### config.mk
export PLATFORM = sky130hd
export DESIGN_NAME = ieuController
export DESIGN_NICKNAME = d
export VERILOG_FILES = /design/src/verilog/ieuCtrlPkg.sv /design/src/verilog/instrDecoder.sv /design/src/verilog/ctrlPipe.sv /design/src/verilog/hazardUnit.sv /design/src/verilog/ieuController.sv
export VERILOG_INCLUDE_DIRS = /design/src /design/src/verilog
export SDC_FILE = /design/constraint.sdc
export NUM_CORES = 1
export LEC_CHECK = 0
export BUFFER_PORTS_ARGS = -buffer_cell sky130_fd_sc_hd__buf_2
export CAP_MARGIN = 15
export CELL_PAD_IN_SITES_DETAIL_PLACEMENT = 1
export CELL_PAD_IN_SITES_GLOBAL_PLACEMENT = 2
export CORE_MARGIN = 3
export CORE_UTILIZATION = 30
export CTS_CLUSTER_SIZE = 12
export DETAILED_ROUTE_END_ITERATION = 16
export GPL_ROUTABILITY_DRIVEN = 0
export GPL_TIMING_DRIVEN = 0
export PLACE_DENSITY_LB_ADDON = 0.1
export SLEW_MARGIN = 20
export SYNTH_ARGS = -nofsm -noshare
export SYNTH_HDL_FRONTEND = slang
export SYNTH_HIERARCHICAL = 1
export SYNTH_SLANG_ARGS = --single-unit
### constraint.sdc
create_clock -name clk -period 2.2 [get_ports clk]
set_input_delay 0.22 -clock clk [delete_from_list [all_inputs] [get_ports clk]]
set_output_delay 0.22 -clock clk [all_outputs]
set_load 0.02 [all_outputs]
### src/verilog/ieuCtrl_defs.svh
`ifndef IEU_CTRL_DEFS_SVH
`define IEU_CTRL_DEFS_SVH

// Datapath widths
`define REGW     5   // Register index
`define INSTRW   32  // Instruction word
`define IMMSRCW  3   // Immediate format select
`define RESSRCW  3   // Writeback result source
`define FWDW     2   // Forwarding mux select

// Main decoder control word
// {RegWrite, ImmSrc[2:0], ALUSrcA, ALUSrcB, MemRW[1:0], ResultSrc[2:0],
//  Branch, ALUOp, Jump, Privileged, Fence, Illegal}
`define CTRLW    17

// Instruction field positions
`define OP_LSB   0   // Opcode [6:0]
`define RD_LSB   7   // rd [11:7]
`define F3_LSB   12  // funct3 [14:12]
`define RS1_LSB  15  // rs1 [19:15]
`define RS2_LSB  20  // rs2 [24:20]
`define F7_LSB   25  // funct7 [31:25]

`endif

### src/verilog/ieuCtrlPkg.sv
`default_nettype none

`include "ieuCtrl_defs.svh"

package ieuCtrlPkg;

  // Major opcodes handled by the integer unit
  typedef enum logic [6:0] {
    opLoad   = 7'b0000011,
    opFence  = 7'b0001111,
    opImm    = 7'b0010011,
    opAuipc  = 7'b0010111,
    opStore  = 7'b0100011,
    opReg    = 7'b0110011,  // R-type and M extension
    opLui    = 7'b0110111,
    opBranch = 7'b1100011,
    opJalr   = 7'b1100111,
    opJal    = 7'b1101111,
    opSystem = 7'b1110011   // Zicsr and privileged
  } opcodeE;

  typedef enum logic [`RESSRCW-1:0] {
    resAlu = 3'd0,  // ALU or address result
    resMem = 3'd1,  // Load data
    resCsr = 3'd2,  // CSR read data
    resMdu = 3'd3   // Multiply/divide unit
  } resultSrcE;

  typedef enum logic [`IMMSRCW-1:0] {
    immI = 3'd0,
    immS = 3'd1,
    immB = 3'd2,
    immJ = 3'd3,
    immU = 3'd4
  } immSrcE;

  typedef enum logic [`FWDW-1:0] {
    fwdNone = 2'b00,  // Register file value
    fwdW    = 2'b01,  // Writeback result
    fwdM    = 2'b10   // Memory stage result
  } fwdSelE;

endpackage

`default_nettype wire

### src/verilog/instrDecoder.sv
`timescale 1ns/1ps
`default_nettype none

`include "ieuCtrl_defs.svh"

module instrDecoder import ieuCtrlPkg::*; (
  input  logic [`INSTRW-1:0] InstrD,            // Instruction in Decode
  input  logic               IllegalIEUInstrD,  // Squash from earlier decode
  output logic [`REGW-1:0]   Rs1D, Rs2D, RdD,   // Register fields
  output logic [2:0]         Funct3D,
  output logic [6:0]         Funct7D,
  output immSrcE             ImmSrcD,           // Immediate format
  output logic               RegWriteD,
  output logic               ALUSrcAD, ALUSrcBD,
  output logic [1:0]         MemRWD,            // {read, write}
  output resultSrcE          ResultSrcD,
  output logic               BranchD, JumpD,
  output logic               ALUResultSrcD,
  output logic [2:0]         ALUSelectD,
  output logic               SubArithD,         // sub, sra, slt, sltu
  output logic               MDUD,
  output logic               CSRReadD, CSRWriteD,
  output logic               PrivilegedD,
  output logic               FenceD,            // fence, fence.i or sfence.vma
  output logic               InvalidateICacheD,
  output logic               IllegalBaseInstrD
);

  opcodeE            OpD;
  logic              funct7ZeroD, funct7b5D;
  logic              iFunctD, rFunctD, mFunctD, lFunctD, sFunctD, bFunctD;
  logic              jrFunctD, fenceFunctD, pFunctD, csrFunctD;
  logic [`CTRLW-1:0] ControlsD, squashedD;
  logic [2:0]        immRawD, resRawD;
  logic              ALUOpD, FenceXD, sFenceVmaD;
  logic              subD, sraD, sltD, sltuD;

  // Illegal word: no register write, no memory access, illegal bit set
  localparam logic [`CTRLW-1:0] illegalCtrl = {1'b0, immI, 2'b00, 2'b00, resAlu, 5'b00000, 1'b1};

  assign OpD     = opcodeE'(InstrD[`OP_LSB +: 7]);
  assign RdD     = InstrD[`RD_LSB +: `REGW];
  assign Rs1D    = InstrD[`RS1_LSB +: `REGW];
  assign Rs2D    = InstrD[`RS2_LSB +: `REGW];
  assign Funct3D = InstrD[`F3_LSB +: 3];
  assign Funct7D = InstrD[`F7_LSB +: 7];

  //////////////////////////////////////////////////////////////////////
  // Strict legality by opcode class

  assign funct7ZeroD = (Funct7D == 7'b0000000);
  assign funct7b5D   = (Funct7D == 7'b0100000);                  // sub, sra, srai
  assign iFunctD     = (Funct3D == 3'b001) ? funct7ZeroD :         // slli
                       (Funct3D == 3'b101) ? (funct7ZeroD | funct7b5D) : 1'b1;
  assign rFunctD     = funct7ZeroD | (funct7b5D & (Funct3D == 3'b000 | Funct3D == 3'b101));
  assign mFunctD     = (Funct7D == 7'b0000001);                  // Any funct3 is a valid M op
  assign lFunctD     = (Funct3D != 3'b011) & (Funct3D[2:1] != 2'b11); // lb lh lw lbu lhu
  assign sFunctD     = (Funct3D == 3'b000 | Funct3D == 3'b001 | Funct3D == 3'b010);
  assign bFunctD     = (Funct3D[2:1] != 2'b01);                  // 010 and 011 reserved
  assign jrFunctD    = (Funct3D == 3'b000);
  assign fenceFunctD = (Funct3D == 3'b000 | Funct3D == 3'b001);  // fence, fence.i
  assign pFunctD     = (Funct3D == 3'b000) & (RdD == '0);        // ecall, mret, wfi, sfence.vma
  assign csrFunctD   = (Funct3D[1:0] != 2'b00);

  //////////////////////////////////////////////////////////////////////
  // Main decoder

  always_comb begin
    ControlsD = illegalCtrl;
    // RegWrite ImmSrc SrcA/B MemRW ResultSrc Branch ALUOp Jump Priv Fence Illegal
    case (OpD)
      opLoad:   if (lFunctD)     ControlsD = {1'b1, immI, 2'b01, 2'b10, resMem, 6'b000000};
      opFence:  if (fenceFunctD) ControlsD = {1'b0, immI, 2'b00, 2'b00, resAlu, 6'b000010};
      opImm:    if (iFunctD)     ControlsD = {1'b1, immI, 2'b01, 2'b00, resAlu, 6'b010000};
      opAuipc:                   ControlsD = {1'b1, immU, 2'b11, 2'b00, resAlu, 6'b000000};
      opStore:  if (sFunctD)     ControlsD = {1'b0, immS, 2'b01, 2'b01, resAlu, 6'b000000};
      opReg:    if (rFunctD)     ControlsD = {1'b1, immI, 2'b00, 2'b00, resAlu, 6'b010000};
                else if (mFunctD) ControlsD = {1'b1, immI, 2'b00, 2'b00, resMdu, 6'b000000};
      opLui:                     ControlsD = {1'b1, immU, 2'b01, 2'b00, resAlu, 6'b000000};
      opBranch: if (bFunctD)     ControlsD = {1'b0, immB, 2'b11, 2'b00, resAlu, 6'b100000};
      opJalr:   if (jrFunctD)    ControlsD = {1'b1, immI, 2'b01, 2'b00, resAlu, 6'b001000};
      opJal:                     ControlsD = {1'b1, immJ, 2'b11, 2'b00, resAlu, 6'b001000};
      opSystem: if (pFunctD)     ControlsD = {1'b0, immI, 2'b00, 2'b00, resAlu, 6'b000100};
                else if (csrFunctD) ControlsD = {1'b1, immI, 2'b00, 2'b00, resCsr, 6'b000000};
      default: ;                                                // Unknown opcode stays illegal
    endcase
  end

  assign squashedD = IllegalIEUInstrD ? '0 : ControlsD;         // Drop all controls
  assign {RegWriteD, immRawD, ALUSrcAD, ALUSrcBD, MemRWD, resRawD,
          BranchD, ALUOpD, JumpD, PrivilegedD, FenceXD} = squashedD[`CTRLW-1:1];
  assign ImmSrcD           = immSrcE'(immRawD);
  assign ResultSrcD        = resultSrcE'(resRawD);
  assign IllegalBaseInstrD = squashedD[0];

  // lui and jumps pass the B operand or link address straight through
  assign ALUResultSrcD = JumpD | ((ImmSrcD == immU) & ~ALUSrcAD);
  assign MDUD          = (ResultSrcD == resMdu);
  assign CSRReadD      = (ResultSrcD == resCsr);

  //////////////////////////////////////////////////////////////////////
  // CSR, fences and ALU op

  assign CSRWriteD         = CSRReadD & ~(Funct3D[1] & (Rs1D == '0)); // set/clear with zero
  assign sFenceVmaD        = PrivilegedD & (Funct7D == 7'b0001001);
  assign FenceD            = FenceXD | sFenceVmaD;
  assign InvalidateICacheD = FenceXD & (Funct3D == 3'b001);   // fence.i

  assign subD  = (Funct3D == 3'b000) & Funct7D[5] & InstrD[`OP_LSB + 5]; // Not addi
  assign sraD  = (Funct3D == 3'b101) & Funct7D[5];
  assign sltD  = (Funct3D == 3'b010);
  assign sltuD = (Funct3D == 3'b011);
  assign SubArithD  = ALUOpD & (subD | sraD | sltD | sltuD);
  assign ALUSelectD = ALUOpD ? Funct3D : 3'b000;               // Add for address generation

endmodule

`default_nettype wire

### src/verilog/ctrlPipe.sv
`timescale 1ns/1ps
`default_nettype none

`include "ieuCtrl_defs.svh"

module ctrlPipe import ieuCtrlPkg::*; (
  input  logic             clk, rstN,
  input  logic             StallD, StallE, StallM, StallW,
  input  logic             FlushD, FlushE, FlushM, FlushW,
  input  logic [1:0]       FlagsE,                      // {eq, lt}
  input  logic [`REGW-1:0] Rs1D, Rs2D, RdD,
  input  logic [2:0]       Funct3D,
  input  logic [6:0]       Funct7D,
  input  logic             RegWriteD, ALUSrcAD, ALUSrcBD,
  input  logic [1:0]       MemRWD,
  input  resultSrcE        ResultSrcD,
  input  logic             BranchD, JumpD, ALUResultSrcD,
  input  logic [2:0]       ALUSelectD,
  input  logic             SubArithD, MDUD, CSRReadD, CSRWriteD,
  input  logic             PrivilegedD, FenceD, InvalidateICacheD,
  output logic             InstrValidD, InstrValidE, InstrValidM,
  output logic [`REGW-1:0] Rs1E, Rs2E, RdE, RdM, RdW,
  output logic             PCSrcE,
  output logic             ALUSrcAE, ALUSrcBE, ALUResultSrcE,
  output logic [2:0]       ALUSelectE, Funct3E,
  output logic [6:0]       Funct7E,
  output logic             SubArithE, BranchE, JumpE, BranchSignedE,
  output logic             MDUActiveE, IntDivE,
  output resultSrcE        ResultSrcE,
  output logic [1:0]       MemRWE, MemRWM,
  output logic             CSRReadE, CSRReadM, CSRWriteM, PrivilegedM,
  output logic [2:0]       Funct3M,
  output logic             InvalidateICacheM, FlushDCacheM, CSRWriteFenceM,
  output logic             RegWriteM, RegWriteW,
  output resultSrcE        ResultSrcW,
  output logic             IntDivW
);

  localparam int EW = 32 + 3 * `REGW;  // Execute register width
  localparam int MW = 16 + `REGW;      // Memory register width
  localparam int WW = 5 + `REGW;       // Writeback register width

  logic [EW-1:0] nextE, regE;
  logic [MW-1:0] nextM, regM;
  logic [WW-1:0] nextW, regW;
  logic [2:0]    resRawE, resRawM, resRawW;
  logic          RegWriteE, CSRWriteE, PrivilegedE, MDUE;
  logic          InvalidateICacheE, FenceE, FenceM, IntDivM;
  logic          branchFlagE, branchTakenE;

  always_ff @(posedge clk) begin
    if (!rstN || FlushD) InstrValidD <= 1'b0;
    else if (!StallD)    InstrValidD <= 1'b1;              // Fetch delivers every cycle
  end

  //////////////////////////////////////////////////////////////////////
  // Execute stage

  assign nextE = {ALUSelectD, RegWriteD, ResultSrcD, MemRWD, JumpD, BranchD, ALUSrcAD, ALUSrcBD,
                  ALUResultSrcD, CSRReadD, CSRWriteD, PrivilegedD, Funct3D, Funct7D, SubArithD,
                  MDUD, InvalidateICacheD, FenceD, InstrValidD, Rs1D, Rs2D, RdD};

  always_ff @(posedge clk) begin
    if (!rstN || FlushE) regE <= '0;                       // Flush wins over stall
    else if (!StallE)    regE <= nextE;
  end

  assign {ALUSelectE, RegWriteE, resRawE, MemRWE, JumpE, BranchE, ALUSrcAE, ALUSrcBE,
          ALUResultSrcE, CSRReadE, CSRWriteE, PrivilegedE, Funct3E, Funct7E, SubArithE,
          MDUE, InvalidateICacheE, FenceE, InstrValidE, Rs1E, Rs2E, RdE} = regE;
  assign ResultSrcE = resultSrcE'(resRawE);

  // Comparator gives eq and lt, signedness chosen by BranchSignedE
  assign branchFlagE   = Funct3E[2] ? FlagsE[0] : FlagsE[1];  // blt/bge family uses lt
  assign branchTakenE  = branchFlagE ^ Funct3E[0];            // bne, bge, bgeu invert
  assign PCSrcE        = JumpE | (BranchE & branchTakenE);
  assign BranchSignedE = BranchE & (Funct3E[2:1] != 2'b11);
  assign MDUActiveE    = (ResultSrcE == resMdu);
  assign IntDivE       = MDUE & Funct3E[2];                   // div, divu, rem, remu

  //////////////////////////////////////////////////////////////////////
  // Memory and Writeback stages

  assign nextM = {RegWriteE, resRawE, MemRWE, CSRReadE, CSRWriteE, PrivilegedE, Funct3E,
                  InvalidateICacheE, FenceE, InstrValidE, IntDivE, RdE};

  always_ff @(posedge clk) begin
    if (!rstN || FlushM) regM <= '0;
    else if (!StallM)    regM <= nextM;
  end

  assign {RegWriteM, resRawM, MemRWM, CSRReadM, CSRWriteM, PrivilegedM, Funct3M,
          InvalidateICacheM, FenceM, InstrValidM, IntDivM, RdM} = regM;
  assign FlushDCacheM   = InvalidateICacheM;                  // fence.i also writes back D$
  assign CSRWriteFenceM = CSRWriteM | FenceM;                 // Younger stages must refetch

  assign nextW = {RegWriteM, resRawM, IntDivM, RdM};

  always_ff @(posedge clk) begin
    if (!rstN || FlushW) regW <= '0;
    else if (!StallW)    regW <= nextW;
  end

  assign {RegWriteW, resRawW, IntDivW, RdW} = regW;
  assign ResultSrcW = resultSrcE'(resRawW);

endmodule

`default_nettype wire

### src/verilog/hazardUnit.sv
`timescale 1ns/1ps
`default_nettype none

`include "ieuCtrl_defs.svh"

module hazardUnit import ieuCtrlPkg::*; (
  input  logic [`REGW-1:0] Rs1D, Rs2D,        // Decode sources
  input  logic [1:0]       MemRWD,            // {read, write} in Decode
  input  logic [`REGW-1:0] Rs1E, Rs2E, RdE,   // Execute registers
  input  logic [`REGW-1:0] RdM, RdW,
  input  logic             RegWriteM, RegWriteW,
  input  logic [1:0]       MemRWE,
  input  resultSrcE        ResultSrcE,
  input  logic             CSRReadE,
  output fwdSelE           ForwardAE, ForwardBE,
  output logic             LoadStallD,        // Load-use, also to perf counters
  output logic             StoreStallD,       // Load right after a store
  output logic             StructuralStallD
);

  logic matchDE;                              // Decode source needs the Execute result
  logic csrRdStallD, mduStallD;

  // Memory result is newer than Writeback, so it wins
  function automatic fwdSelE pickFwd(input logic [`REGW-1:0] rs);
    fwdSelE sel;
    sel = fwdNone;
    if (rs != '0) begin                       // x0 is never forwarded
      if (RegWriteM && (rs == RdM))      sel = fwdM;
      else if (RegWriteW && (rs == RdW)) sel = fwdW;
    end
    return sel;
  endfunction

  //////////////////////////////////////////////////////////////////////
  // Forwarding into the Execute operands

  always_comb begin
    ForwardAE = pickFwd(Rs1E);
    ForwardBE = pickFwd(Rs2E);
  end

  //////////////////////////////////////////////////////////////////////
  // Structural stalls in Decode

  assign matchDE = ((Rs1D == RdE) | (Rs2D == RdE)) & (RdE != '0);

  assign LoadStallD  = MemRWE[1] & matchDE;             // Load data only ready in Memory
  assign StoreStallD = MemRWD[1] & MemRWE[0];           // Store then load
  assign csrRdStallD = CSRReadE & matchDE;              // CSR data read in Memory
  assign mduStallD   = (ResultSrcE == resMdu) & matchDE; // Multi-cycle mul/div

  assign StructuralStallD = LoadStallD | StoreStallD | csrRdStallD | mduStallD;

endmodule

`default_nettype wire

### src/verilog/ieuController.sv
`timescale 1ns/1ps
`default_nettype none

`include "ieuCtrl_defs.svh"

module ieuController import ieuCtrlPkg::*; (
  input  logic               clk, rstN,
  input  logic [`INSTRW-1:0] InstrD,
  input  logic               IllegalIEUInstrD,
  input  logic               StallD, StallE, StallM, StallW,
  input  logic               FlushD, FlushE, FlushM, FlushW,
  input  logic [1:0]         FlagsE,                     // {eq, lt}
  // Decode
  output immSrcE             ImmSrcD,
  output logic               JumpD, BranchD, IllegalBaseInstrD,
  output logic [`REGW-1:0]   Rs1D, Rs2D,
  output logic               LoadStallD, StoreStallD, StructuralStallD,
  output logic               InstrValidD,
  // Execute
  output logic [`REGW-1:0]   Rs1E, Rs2E, RdE,
  output logic               PCSrcE, ALUSrcAE, ALUSrcBE, ALUResultSrcE,
  output logic [2:0]         ALUSelectE, Funct3E,
  output logic [6:0]         Funct7E,
  output logic               SubArithE, BranchE, JumpE, BranchSignedE,
  output logic               MDUActiveE, IntDivE, CSRReadE, InstrValidE,
  output resultSrcE          ResultSrcE,
  output logic [1:0]         MemRWE,
  output fwdSelE             ForwardAE, ForwardBE,
  // Memory
  output logic [`REGW-1:0]   RdM,
  output logic [1:0]         MemRWM,
  output logic               CSRReadM, CSRWriteM, PrivilegedM, InstrValidM,
  output logic [2:0]         Funct3M,
  output logic               InvalidateICacheM, FlushDCacheM, CSRWriteFenceM, RegWriteM,
  // Writeback
  output logic [`REGW-1:0]   RdW,
  output logic               RegWriteW, IntDivW,
  output resultSrcE          ResultSrcW
);

  // Decode controls heading into the pipe
  logic [`REGW-1:0] RdD;
  logic [2:0]       Funct3D, ALUSelectD;
  logic [6:0]       Funct7D;
  logic [1:0]       MemRWD;
  resultSrcE        ResultSrcD;
  logic             RegWriteD, ALUSrcAD, ALUSrcBD, ALUResultSrcD, SubArithD, MDUD;
  logic             CSRReadD, CSRWriteD, PrivilegedD, FenceD, InvalidateICacheD;

  instrDecoder decoder (
    .InstrD, .IllegalIEUInstrD, .Rs1D, .Rs2D, .RdD, .Funct3D, .Funct7D, .ImmSrcD,
    .RegWriteD, .ALUSrcAD, .ALUSrcBD, .MemRWD, .ResultSrcD, .BranchD, .JumpD,
    .ALUResultSrcD, .ALUSelectD, .SubArithD, .MDUD, .CSRReadD, .CSRWriteD,
    .PrivilegedD, .FenceD, .InvalidateICacheD, .IllegalBaseInstrD
  );

  ctrlPipe pipe (
    .clk, .rstN, .StallD, .StallE, .StallM, .StallW, .FlushD, .FlushE, .FlushM, .FlushW,
    .FlagsE, .Rs1D, .Rs2D, .RdD, .Funct3D, .Funct7D, .RegWriteD, .ALUSrcAD, .ALUSrcBD,
    .MemRWD, .ResultSrcD, .BranchD, .JumpD, .ALUResultSrcD, .ALUSelectD, .SubArithD,
    .MDUD, .CSRReadD, .CSRWriteD, .PrivilegedD, .FenceD, .InvalidateICacheD,
    .InstrValidD, .InstrValidE, .InstrValidM, .Rs1E, .Rs2E, .RdE, .RdM, .RdW, .PCSrcE,
    .ALUSrcAE, .ALUSrcBE, .ALUResultSrcE, .ALUSelectE, .Funct3E, .Funct7E, .SubArithE,
    .BranchE, .JumpE, .BranchSignedE, .MDUActiveE, .IntDivE, .ResultSrcE, .MemRWE,
    .MemRWM, .CSRReadE, .CSRReadM, .CSRWriteM, .PrivilegedM, .Funct3M,
    .InvalidateICacheM, .FlushDCacheM, .CSRWriteFenceM, .RegWriteM, .RegWriteW,
    .ResultSrcW, .IntDivW
  );

  hazardUnit hazard (
    .Rs1D, .Rs2D, .MemRWD, .Rs1E, .Rs2E, .RdE, .RdM, .RdW, .RegWriteM, .RegWriteW,
    .MemRWE, .ResultSrcE, .CSRReadE, .ForwardAE, .ForwardBE, .LoadStallD, .StoreStallD,
    .StructuralStallD
  );

endmodule

`default_nettype wire

# Word-level counts from Yosys, hierarchy flattened
# Cells that the tools add are included.
# word_totals
input_bits	45
output_inout_bits	97
ff_bits	79
# classes
n_eq_ne	32
bitwise	39
n_reduce_logical	17
muxes	22
# ops
op	count
case mux 17 bit (11 select lines)	1
two-way mux 17 bit	8
== test 5 bit	6
== test 7 x 6 -> 1 bit, second input constant	4
== test 7 bit, second input constant	4
AND 1 bit	20
OR 1 bit	16
== test 3 x 2 -> 1 bit, second input constant	5
two-way mux 15 bit	1
nonzero test 5 bit	3
== test 7 x 4 -> 1 bit, second input constant	2
== test 7 x 5 -> 1 bit, second input constant	2
two-way mux 14 bit	1
zero test 5 bit	2
two-way mux 2 bit	5
== test 7 x 1 -> 1 bit, second input constant	1
== test 7 x 2 -> 1 bit, second input constant	1
zero test 7 bit	1
== test 3 bit, second input constant	2
two-way mux 1 bit	5
logical AND 1 bit	4
logical OR 1 bit	4
!= test 2 bit, second input constant	2
== test 3 x 1 -> 1 bit, second input constant	1
other kinds (8)	9

# Longest topological paths before layout
# Gate-level depths: netlist of run 1.
# depth
word_depth	11
depth_mapped	10
ltp_nobuf	7

# Cells and area by module
# The synthesis of run 1 kept the hierarchy.
# modules_own_cells
mod	instances	area_per_inst_um2	cells_each
ctrlPipe	1	3196.8	310
instrDecoder	1	991.0	150
hazardUnit	1	437.9	59

# Worst setup path after synthesis of run 1
# No wires, ideal clock.
# synth_path
path_kind	input-to-reg
start	in InstrD[4]
end	reg pipe.regE[36]
t_arrival_ps	1995
path_buffers	2
cell_stages	9
setup_slack_ps	139
required_ps	2134
setup_time_ps	66
cell_sequence	clkbuf_1 -> nor3b_1 -> o21ai_2 -> nand4b_4 -> or2_1 -> buf_6 -> nor3b_1 -> mux2i_1 -> nor2_1
# synth_between
elab_chain_len	3
# synth_lines
item	line	text
from (decl)	ieuController.sv:8	input logic [`INSTRW-1:0] InstrD,
== test 7 bit (tied with other cells)	instrDecoder.sv:71	case (OpD)
case mux 17 bit (11 select lines) *	instrDecoder.sv:71	
two-way mux 17 bit *	instrDecoder.sv:89	assign squashedD = IllegalIEUInstrD ? '0 : ControlsD;
via BranchD	ieuController.sv:15	output logic JumpD, BranchD, IllegalBaseInstrD,
to (signal assigned)	ctrlPipe.sv:65	else if (!StallE) regE <= nextE;
to (decl)	ctrlPipe.sv:43	logic [EW-1:0] nextE, regE;
# The timed path passes the listed nets; every way through them passes the cells marked *.
# A chain may end at the register's enable or synchronous reset.

# Worst setup path after layout of run 1
# layout_path
start	in InstrD[3]
end	out BranchD
# layout_between
elab_chain_len	3
# layout_lines
item	line
== test 7 bit (tied with other cells)	instrDecoder.sv:71
case mux 17 bit (11 select lines) *	instrDecoder.sv:71
two-way mux 17 bit *	instrDecoder.sv:89
to (decl)	ieuController.sv:15
# Mark *: on every way between the ends. The rest lies on a longest branch, timed or not.

==> results of run 1 <==
state kept, by name (all words and copies together) (netlist names):
signal and flops:
pipe/regM 21, pipe/regW 10, pipe/regE 47, pipe/InstrValidD 1
kinds of logic after synthesis:
family / after synthesis / share of synthesized area (%)
and+or+nand+nor: 192 / 21.37
buffers and inverters: 100 / 15.82
DFF: 79 / 34.19
muxes: 78 / 16.88
AOI/OAI and AO/OA: 36 / 5.410
xor gates and xnor gates: 33 / 6.248
other: 1 / 0.08107
placed cells by master, fill, tap and decap left out, drive strengths merged, types with 2 or more instances in the layout:
cell,n
nor2,105
nor3b,4
nand3,8
nand4,5
and2,6
mux2i,78
or4,4
nor4b,3
a21oi,10
and3b,3
inv,3
xor2,17
xnor2,16
nor3,10
nand2b,7
nand2,12
dfxtp,79
a31oi,5
o21ai,6
nand4b,2
a21boi,2
or2,2
or3,2
nor2b,8
o21a,2
buf,221
and3,2
nor4,5
clkbuf,19
bufinv,2
report_power, final:
part	switching, mW	internal (mW)	total, mW
combinational	0.263	0.214	0.477
clock	0.580	1.02	1.60
sequential	0.0140	1.45	1.46
path summary, 6_finish.rpt:
kind,startpoint,endpoint,slack (ns),cells after the start
worst max-delay path,InstrD[3],BranchD,0.1,9
worst min-delay path,FlushD,pipe/InstrValidD,0.05,2
worst max register to register,pipe/regE[29],pipe/regM[5],1.22,3
worst min register to register,pipe/regM[5],pipe/regM[5],0.47,2
timing repair:
item	CTS	global route
pin swaps	0	1
setup endpoints to repair	4	4
gates resized for setup	3	6
hold buffers	0	0
routing by layer:
metal	vias up	track usage (%)	wire (um)
met5	-	0	0
met4	0	4.218	124
met3	12	4.175	752
met2	118	29.87	7072
met1	1918	19.28	6067
li1	1974	-	-
per-stage QoR:
step	util, %	TNS (ns)	area [um^2]
after floorplan	-	0	4626
after global placement	37.22	-0.1532	5512
after detailed placement	37.22	-0.2457	5512
after CTS	39.44	0	5841
after global routing	39.55	0	5857
final	39.55	0	5857
cell type report:
type,instances,area (um^2),area share [%]
inverters,3,11.26,0.1923
clock inverters,3,67.56,1.154
plain buffers,97,721.9,12.33
multi-input cells,340,2340,39.95
clock buffers,12,246.5,4.208
well taps,184,230.2,3.931
repair buffers,131,658.1,11.24
flip-flops and latches,79,1582,27.00
worst reg2reg max path: stages, from the launching register on:
cell and delay [ns]:
dfxtp_1 0.44, and2_1 0.26, nand2b_1 0.08, a21oi_1 0.14
==> impl_results.md, run 1 <==
* Status: completed
* Crit share post-route at 95.59%
* First-pass GRT wire length at 21,470 um
* CP Max Fanout at 10
* Most frequent cell after synthesis: nor2_1
* Final-report setup violation count at 0
* Ranking of synthesized cells by area: dfxtp_1 (34%), mux2i_1 (17%), buf_4 (12%)
* CTS tree: built
* Die ar. at 16,950 um^2
* H-tree depth at 3
* Avg Synthesized Cell Area at 8.913 um^2
* Cells after synthesis at 519
* # Max-Cap Violations at 0
* Number of port buffers at 131
* Total power after layout at 3.540 mW
* Clk Latency, worst-skew pair at 0.34 ns
* CP Cell Sequence: buf_2 > buf_6 > nand4bb_4 > o21ai_2 > nand4b_4 > or2_1 > buf_6 > nor3b_4 > buf_2
* GRT Total Usage at 16.47%
* Max_slew headroom at 45.91%
* Clk buf depth at 2
* Diode count at 0
* RSZ-0062 raised after global routing: no
* Post-CTS setup buffer count at 0
* Layout cell share with drive strength beyond 1 at 38.05%
* Post-Syn Area at 4626 um^2
* Area leader, netlist: dfxtp_1
* DR vias/cell at 4.737
* Top Ports at 142
* Post-synth EDFFs at 0
* Crit end category: output pin
* Routed vias at 4,022
* Routed Antenna Nets at 0
* Seq/Total Area, Yosys at 34.19%
* Clock Sinks at 79
* Final WL at 14,020 um
* Synth warnings at 6
* Layout Skew at 0.004454 ns
* # fillers at 1,797
* Worst hold margin at 0.04563 ns
* # DRC at 0
* Slew Limit Fails at 0
* CP delay by family, top: simple AND/OR/NAND/NOR gates
* Vias in the first global route at 4,033
* Mapped Nets at 564
* Drt first pass iters at 5
* Placed cells at 834
* Hold Fails Final Rpt at 0
* Root buf cell: clkbuf_16
* WL/cell at 16.51 um
* Area delta synth->final at 26.62%
* Largest net degree at the start of global routing at 13
* Setup WS pre-CTS at -0.1677 ns
* CP max stage delay at 0.27 ns
* Num rows at 44
* Slowest CP cell: nand4bb_4
* Unique cell type count in the Yosys netlist at 58
* Highest clock rate at 475.5 MHz
* Overflow after GRT at 0
* Clock transition at path regs at 0.06 ns
* HP Class: in2reg
* Inserted Clock Buffers at 9
* Die H at 130.2 um
* Startpoint types: input pin
* Die width at 130.2 um
* Power Density at 604.4 nW/um^2
* CP bufs+invs at 4
* Ys async rst share at 0%
* Static Leak at 2.874 nW
* Dominant synthesized flop cell: dfxtp_1
* Drt initial violations at 115
* Final std cells w/o fill at 849
* FF+latch count, synth at 79
* Initial antenna violation count at 0
* Synth top cells by count: nor2_1 (101), dfxtp_1 (79), mux2i_1 (78), buf_4 (73), xor2_1 (17)
* Nets at 706
* Fin crit period at 2.103 ns
* Worst path required time at 1.98 ns
* CP Class: in2out
* Area share of the largest cell type after synthesis at 34.19%
* Final WS setup at 0.09707 ns
* Initial Utilization at 31.24%
* Max VDD drop at 0.0003253 V
* Worst-margin pin slew at 0.8039 ns
* CP arrival at 1.88 ns
* DP Wirelength at 11,260 um
* Core Region at 14,810 um^2
Power figures use the tool's default switching activity.
==> run 2: changes to the inputs <==
--- a/config.mk
+++ b/config.mk
@@ -11,7 +11,7 @@
 export CELL_PAD_IN_SITES_DETAIL_PLACEMENT = 1
 export CELL_PAD_IN_SITES_GLOBAL_PLACEMENT = 2
 export CORE_MARGIN = 3
-export CORE_UTILIZATION = 30
+export CORE_UTILIZATION = 27
 export CTS_CLUSTER_SIZE = 12
 export DETAILED_ROUTE_END_ITERATION = 16
 export GPL_ROUTABILITY_DRIVEN = 0
==> constraint.sdc (replaced) <==
create_clock -name clk -period 1.7 [get_ports clk]
set_input_delay 0.17 -clock clk [delete_from_list [all_inputs] [get_ports clk]]
set_output_delay 0.17 -clock clk [all_outputs]
set_load 0.02 [all_outputs]
==> run 2 against run 1 <==
Effect of this change:
- the flow now finishes with violations (negative setup slack)
- via count up 1.4%
- clock-buffer cell count down 2
- sequential power up 30%
- combinational power up 43%
- die area up 11%
- clock power up 13%
- clock skew up 0.0035 ns
- critical path depth down 3
- global-route usage down 0.59 points
- utilization down 1.9 points
- wire length up 8.4%
- sequential cell count unchanged
- largest cell class unchanged
- highest routed layer unchanged
==> impl_results.md, run 2 (synthesis results as in run 1) <==
* Die width at 136.9 um (+5.2%)
* WL/cell at 16.88 um (+2.2%)
* CP bufs+invs at 2 (-2)
* Slowest CP cell: dfxtp_4
* Highest clock rate at 532.8 MHz
* Failing checks: negative setup slack
* Hold Fails Final Rpt at 0 (unchanged)
* Diode count at 0 (unchanged)
* RSZ-0062 raised after global routing: yes
* Clock network power share at 41.3% (-3.9 points)
* CP Class: reg2out
* Clock transition at path regs at 0.07 ns (about the same)
* GRT Total Usage at 15.89% (-0.59 points)
* Final-report setup violation count at 11 (+11)
* CP arrival at 1.71 ns (-0.17 ns)
* Crit share post-route at 110.4%
* Num rows at 47 (+6.8%)
* Layout Skew at 0.007938 ns (+0.003483 ns)
* Top Registers: pipe/regE (47), pipe/regM (21), pipe/regW (10)
* Net switching power at 1.215 mW (+42%)
* Nets at 720 (+2.0%)
* Fin crit period at 1.877 ns
* Vias in the first global route at 4,204 (+4.2%)
* Setup WS pre-CTS at -0.5236 ns (-0.3559 ns)
* Internal Pwr Total at 3.175 mW (+18%)
* Overflow after GRT at 0 (unchanged)
* Static Leak at 2.981 nW (+3.7%)
* Max reg flops at 47 (unchanged)
* Power Density at 697.6 nW/um^2 (+15%)
* Startpoint types: register
* Area delta synth->final at 36.03%
* DR vias/cell at 4.533 (-4.3%)
* CP Cell Sequence: xor2_1 > nor3_2 > a32oi_2 > buf_6 > o31ai_4 > buf_6
* Clk Latency, worst-skew pair at 0.34 ns (about the same)
* Max_slew headroom at 47.21% (+1.3 points)
* Clock Sinks at 79 (unchanged)
* Final WL at 15,190 um (+8.4%)
* Switching share of power at 27.68% (+3.5 points)
* Largest net degree at the start of global routing at 15 (+2)
* Sequential share of power at 43.2% (+1.9 points)
* Routed vias at 4,080 (+1.4%)
* Clk buf depth at 2 (unchanged)
* Inserted Clock Buffers at 9 (unchanged)
* Drt first pass iters at 4 (-1)
* Commonest non-fill, non-tap cells in the layout: buf_2 (126), nor2_1 (97), buf_4 (91), mux2i_1 (77), dfxtp_1 (59)
* Worst path required time at 1.53 ns (-0.45 ns)
* Crit end category: output pin
* H-tree depth at 3 (unchanged)
* CP max stage delay at 0.37 ns (+0.10 ns)
* # DRC at 0 (unchanged)
* Status: complete, but fails checks
* # Max-Cap Violations at 0 (unchanged)
* Die ar. at 18,740 um^2 (+11%)
* Number of port buffers at 131 (unchanged)
* Root buf cell: clkbuf_16
* Placed cells at 870 (+4.3%)
* Top Ports at 142 (unchanged)
* Core Region at 16,700 um^2 (+13%)
* First-pass GRT wire length at 22,820 um (+6.3%)
* CTS tree: built
* Most used cell, CP: buf_6
* Drt initial violations at 131 (+14%)
* DP Wirelength at 11,770 um (+4.5%)
* Final std cells w/o fill at 900 (+6.0%)
* # fillers at 1,997 (+11%)
* CP delay by family, top: flip-flops
* Initial Utilization at 27.70% (-3.5 points)
* CP Max Fanout at 5 (-5)
* Combinational Power Share at 15.5% (+2.0 points)
* Max VDD drop at 0.0004070 V (+25%)
* Routed Antenna Nets at 0 (unchanged)
* Worst hold margin at 0.09414 ns (+0.04851 ns)
* Initial antenna violation count at 0 (unchanged)
* Commonest non-fill, non-tap cell in the layout: buf_2
* Largest register by flop count: pipe/regE
* Slew Limit Fails at 0 (unchanged)
* Layout cell share with drive strength beyond 1 at 46.03% (+8.0 points)
* Worst-margin pin slew at 0.7846 ns (-0.01931 ns)
* HP Class: in2reg
* Die H at 136.9 um (+5.2%)
* Final WS setup at -0.1768 ns (-0.2739 ns)
[run 2: changes by cell type in the layout (fill, tap and decap cells not counted), moves of 5 or more]
cell,delta
dfxtp_1,-20
buf_4,+17
buf_2,-13
dfxtp_2,+12
dfxtp_4,+8
buf_6,+7
nor2_4,+5
[run 2: final timing paths]
kind,start,endpoint,slack [ns],depth (start not counted)
min,InstrD[22],pipe/regE[7],0.09,3
min reg2reg,pipe/regM[5],pipe/regM[5],0.48,2
max,pipe/regE[4],StructuralStallD,-0.18,6
max reg2reg,pipe/regE[29],pipe/regM[5],0.83,3
[run 2: final cells by class]
type / count / area, um^2 / share of cell area, %
Tap cell: 220 / 275.3 / 4.375
Inverter: 3 / 11.26 / 0.1790
Timing Repair Buffer: 164 / 965.9 / 15.35
Sequential cell: 79 / 1627 / 25.85
Clock buffer: 10 / 229.0 / 3.639
Clock inverter: 6 / 45.04 / 0.7158
Buffer: 78 / 600.6 / 9.545
Multi-Input combinational cell: 340 / 2539 / 40.35
[run 2: per-layer routing]
layer	track usage [%]	vias to the layer above	wire, um
met5	0	-	0
met4	4.324	0	176
met3	3.382	13	746
met2	28.92	102	7900
met1	18.82	1965	6370
li1	-	2000	-
[run 2: per-stage QoR]
stage	util, %	area [um^2]	total power, mW	TNS (ns)
after floorplan	-	4644	2.364	0
after CTS	36.97	6175	4.460	-1.163
after global routing	37.68	6292	4.606	-2.017
after global placement	33.38	5575	2.553	-6.359
final	37.68	6292	4.389	-1.207
after detailed placement	33.38	5575	2.562	-6.958
[run 2: power groups by stage]
stage / sequential (mW) / combinational [mW] / clock (mW)
2_1_floorplan: 1.93 / 0.434 / 0
3_3_place_gp: 1.93 / 0.619 / 0
3_5_place_dp: 1.93 / 0.628 / 0
4_1_cts: 1.90 / 0.671 / 1.89
5_1_grt: 1.90 / 0.736 / 1.97
6_report: 1.90 / 0.680 / 1.81
[run 2: repair_timing]
item,CTS,global route
hold buffers,1,0
endpoints found under the setup margin,16,16
buffers inserted,28,4
hold endpoints to repair,1,0
resized for setup,70,24
pin swaps,25,14
[run 2: tightest hold or removal path: cells and delay by family]
| kind | cells | cell delay, ns |
|---|---|---|
| buffers and inverters | 1 | 0.10 |
| muxes | 1 | 0.06 |
| and+or+nand+nor | 1 | 0.07 |
==> run 3: changes to the inputs <==
--- a/config.mk
+++ b/config.mk
@@ -11,7 +11,7 @@
 export CELL_PAD_IN_SITES_DETAIL_PLACEMENT = 1
 export CELL_PAD_IN_SITES_GLOBAL_PLACEMENT = 2
 export CORE_MARGIN = 3
-export CORE_UTILIZATION = 27
+export CORE_UTILIZATION = 33
 export CTS_CLUSTER_SIZE = 12
 export DETAILED_ROUTE_END_ITERATION = 16
 export GPL_ROUTABILITY_DRIVEN = 0
==> constraint.sdc (replaced) <==
create_clock -name clk -period 2.2 [get_ports clk]
set_input_delay 0.22 -clock clk [delete_from_list [all_inputs] [get_ports clk]]
set_output_delay 0.22 -clock clk [all_outputs]
set_load 0.02 [all_outputs]
==> run 3 against run 2 <==
Effect of this change:
- the flow now finishes without violations
- power shrank 24%
- critical path depth rose by 3
- global-route usage up 2.3 points
- wire length decreased by 8.8%
- combinational power down 30%
- critical path type is now in2out
==> impl_results.md, run 3 (synthesis results as in run 1) <==
* Status: completed
* Worst Setup SP: InstrD[3]
* Max_slew headroom at 53.27% (+6.1 points)
* Fin crit period at 2.107 ns
* Die ar. at 15,470 um^2 (-17%)
* Die H at 124.4 um (-9.1%)
* Initial Utilization at 34.38% (+6.7 points)
* Hold Fails Final Rpt at 0 (unchanged)
* Startpoint types: input pin
* DP Wirelength at 11,220 um (-4.7%)
* Drt first pass iters at 4 (unchanged)
* Placed cells at 826 (-5.1%)
* Clock transition at path regs at 0.06 ns (about the same)
* Top Registers: pipe/regE (47), pipe/regM (21), pipe/regW (10)
* Worst path required time at 1.98 ns (+0.45 ns)
* WL/cell at 16.46 um (-2.5%)
* # Max-Cap Violations at 0 (unchanged)
* Crit share post-route at 95.78%
* Clk Latency, worst-skew pair at 0.35 ns (about the same)
* Worst-margin pin slew at 0.6946 ns (-0.09007 ns)
* Overflow after GRT at 0 (unchanged)
* Slowest CP cell: and3b_1
* Final WS setup at 0.09284 ns (+0.2696 ns)
* Number of port buffers at 131 (unchanged)
* Final TNS setup at 0 ns (+1.207 ns)
* Combinational Power Share at 14.4% (-1.1 points)
* CP bufs+invs at 4 (+2)
* Sequential share of power at 44.1% (+0.9 points)
* Commonest non-fill, non-tap cells in the layout: buf_2 (139), nor2_1 (100), dfxtp_1 (79), mux2i_1 (78), buf_4 (74)
* Routed vias at 4,001 (-1.9%)
* Final Util at 43.12% (+5.4 points)
* Highest clock rate at 474.6 MHz
* Slew Limit Fails at 0 (unchanged)
* DR vias/cell at 4.752 (+4.8%)
* Internal Pwr Total at 2.428 mW (-24%)
* CP delay by family, top: simple AND/OR/NAND/NOR gates
* R2R Path End: pipe/regM[5]
* CP endpoint: BranchD
* Largest register by flop count: pipe/regE
* # DRC at 0 (unchanged)
* Diode count at 0 (unchanged)
* Net switching power at 0.8931 mW (-26%)
* Max reg flops at 47 (unchanged)
* Worst path depth at 9 (+3)
* Max VDD drop at 0.0003157 V (-22%)
* Crit end category: output pin
* Core Region at 13,450 um^2 (-19%)
* H-tree depth at 3 (unchanged)
* Vias in the first global route at 4,267 (+1.5%)
* Nets at 706 (-1.9%)
* Commonest non-fill, non-tap cell in the layout: buf_2
* # fillers at 1,648 (-17%)
* CP arrival at 1.89 ns (+0.18 ns)
* Final-report setup violation count at 0 (-11)
* # hold bufs at CTS at 0 (-1)
* Clk buf depth at 2 (unchanged)
* CP Cell Sequence: buf_2 > buf_6 > and3b_1 > a21boi_1 > nand4b_4 > or2_1 > buf_6 > nor3b_4 > buf_2
* Top Ports at 142 (unchanged)
* Routed Antenna Nets at 0 (unchanged)
* Clock network power share at 41.6% (+0.3 points)
* Layout Skew at 0.003077 ns (-0.004861 ns)
* Clock Sinks at 79 (unchanged)
* Power Density at 572.5 nW/um^2 (-18%)
* Final WL at 13,860 um (-8.8%)
* Worst reg2reg setup slack at 1.22 ns (+0.39 ns)
* Inserted Clock Buffers at 9 (unchanged)
* Static Leak at 2.854 nW (-4.3%)
* Final std cells w/o fill at 842 (-6.4%)
* Largest net degree at the start of global routing at 14 (-1)
* Initial antenna violation count at 0 (unchanged)
* Worst hold margin at 0.02994 ns (-0.06420 ns)
* Switching share of power at 26.89% (-0.78 points)
* RSZ-0062 raised after global routing: no
* CP Max Fanout at 10 (+5)
* Layout cell share with drive strength beyond 1 at 38.29% (-7.7 points)
* HP Class: in2reg
* Reg2reg start: pipe/regE[29]
* First-pass GRT wire length at 22,520 um (-1.3%)
* CTS tree: built
* Root buf cell: clkbuf_16
* Post-CTS setup buffer count at 0 (-100%)
* Setup WS pre-CTS at -0.1337 ns (+0.3899 ns)
* Area delta synth->final at 25.40%
* CP max stage delay at 0.28 ns (-0.09 ns)
* Die width at 124.4 um (-9.1%)
* Worst Reg2Reg Path Length in Cells at 3 (unchanged)
* GRT Total Usage at 18.18% (+2.3 points)
* Num rows at 42 (-11%)
* Drt initial violations at 113 (-14%)
* CP Class: in2out
[run 3: cell count changes in the layout (fill, tap and decap cells not counted), moves of 3 or more]
| cell | change |
|---|---|
| nor2_1 | +3 |
| dfxtp_2 | -12 |
| buf_4 | -17 |
| dfxtp_1 | +20 |
| nor2_2 | +3 |
| nor2_4 | -6 |
| clkbuf_1 | +3 |
| buf_2 | +13 |
| buf_6 | -7 |
| dfxtp_4 | -8 |
| clkbuf_4 | -3 |
[run 3: layout make-up]
cell class / count / area [um^2] / area share (%)
buffer: 97 / 721.9 / 12.45
sequential: 79 / 1582 / 27.26
clock buffer: 11 / 232.7 / 4.012
multi-input combinational: 340 / 2340 / 40.34
inverter: 3 / 11.26 / 0.1941
clock inverter: 5 / 35.03 / 0.6040
timing repair buffer: 131 / 658.1 / 11.35
tap: 176 / 220.2 / 3.796
[run 3: what timing repair did]
item | 4_1_cts | 5_1_grt
endpoints found under the hold margin | 0 | 0
pin swaps | 0 | 1
gates cloned | 0 | 0
resized for setup | 2 | 7
endpoints found under the setup margin | 3 | 3
[run 3: through the flow]
step	total power [mW]	area [um^2]
after floorplan	1.826	4626
after global placement	1.964	5502
after detailed placement	1.975	5502
after CTS	3.370	5782
after global routing	3.469	5801
final	3.321	5801
[run 3: how the worst min path moves through the flow]
| stage | startpoint | depth (start not counted) | to | slack (ns) |
|---|---|---|---|---|
| after global routing | FlushD | 2 | pipe/InstrValidD | 0.02 |
| after detailed placement | FlushD | 2 | pipe/InstrValidD | 0.39 |
| after floorplan | FlushD | 1 | pipe/InstrValidD | 0.30 |
| after global placement | FlushD | 2 | pipe/InstrValidD | 0.39 |
| after CTS | FlushD | 2 | pipe/InstrValidD | 0.02 |
| final | FlushD | 2 | pipe/InstrValidD | 0.03 |
[run 3: metal layers]
layer / global-route usage, % / vias to the layer above / routed length [um]
li1: - / 1974 / -
met1: 21.03 / 1910 / 5776
met2: 31.81 / 101 / 6988
met3: 5.060 / 16 / 748
met4: 6.899 / 0 / 344
met5: 0 / - / 0
[run 3: power groups by stage]
stage | clock [mW] | sequential, mW | combinational (mW)
after CTS | 1.42 | 1.46 | 0.483
after global placement | 0 | 1.49 | 0.470
after floorplan | 0 | 1.49 | 0.334
after detailed placement | 0 | 1.50 | 0.479
final | 1.38 | 1.46 | 0.478
after global routing | 1.48 | 1.47 | 0.520
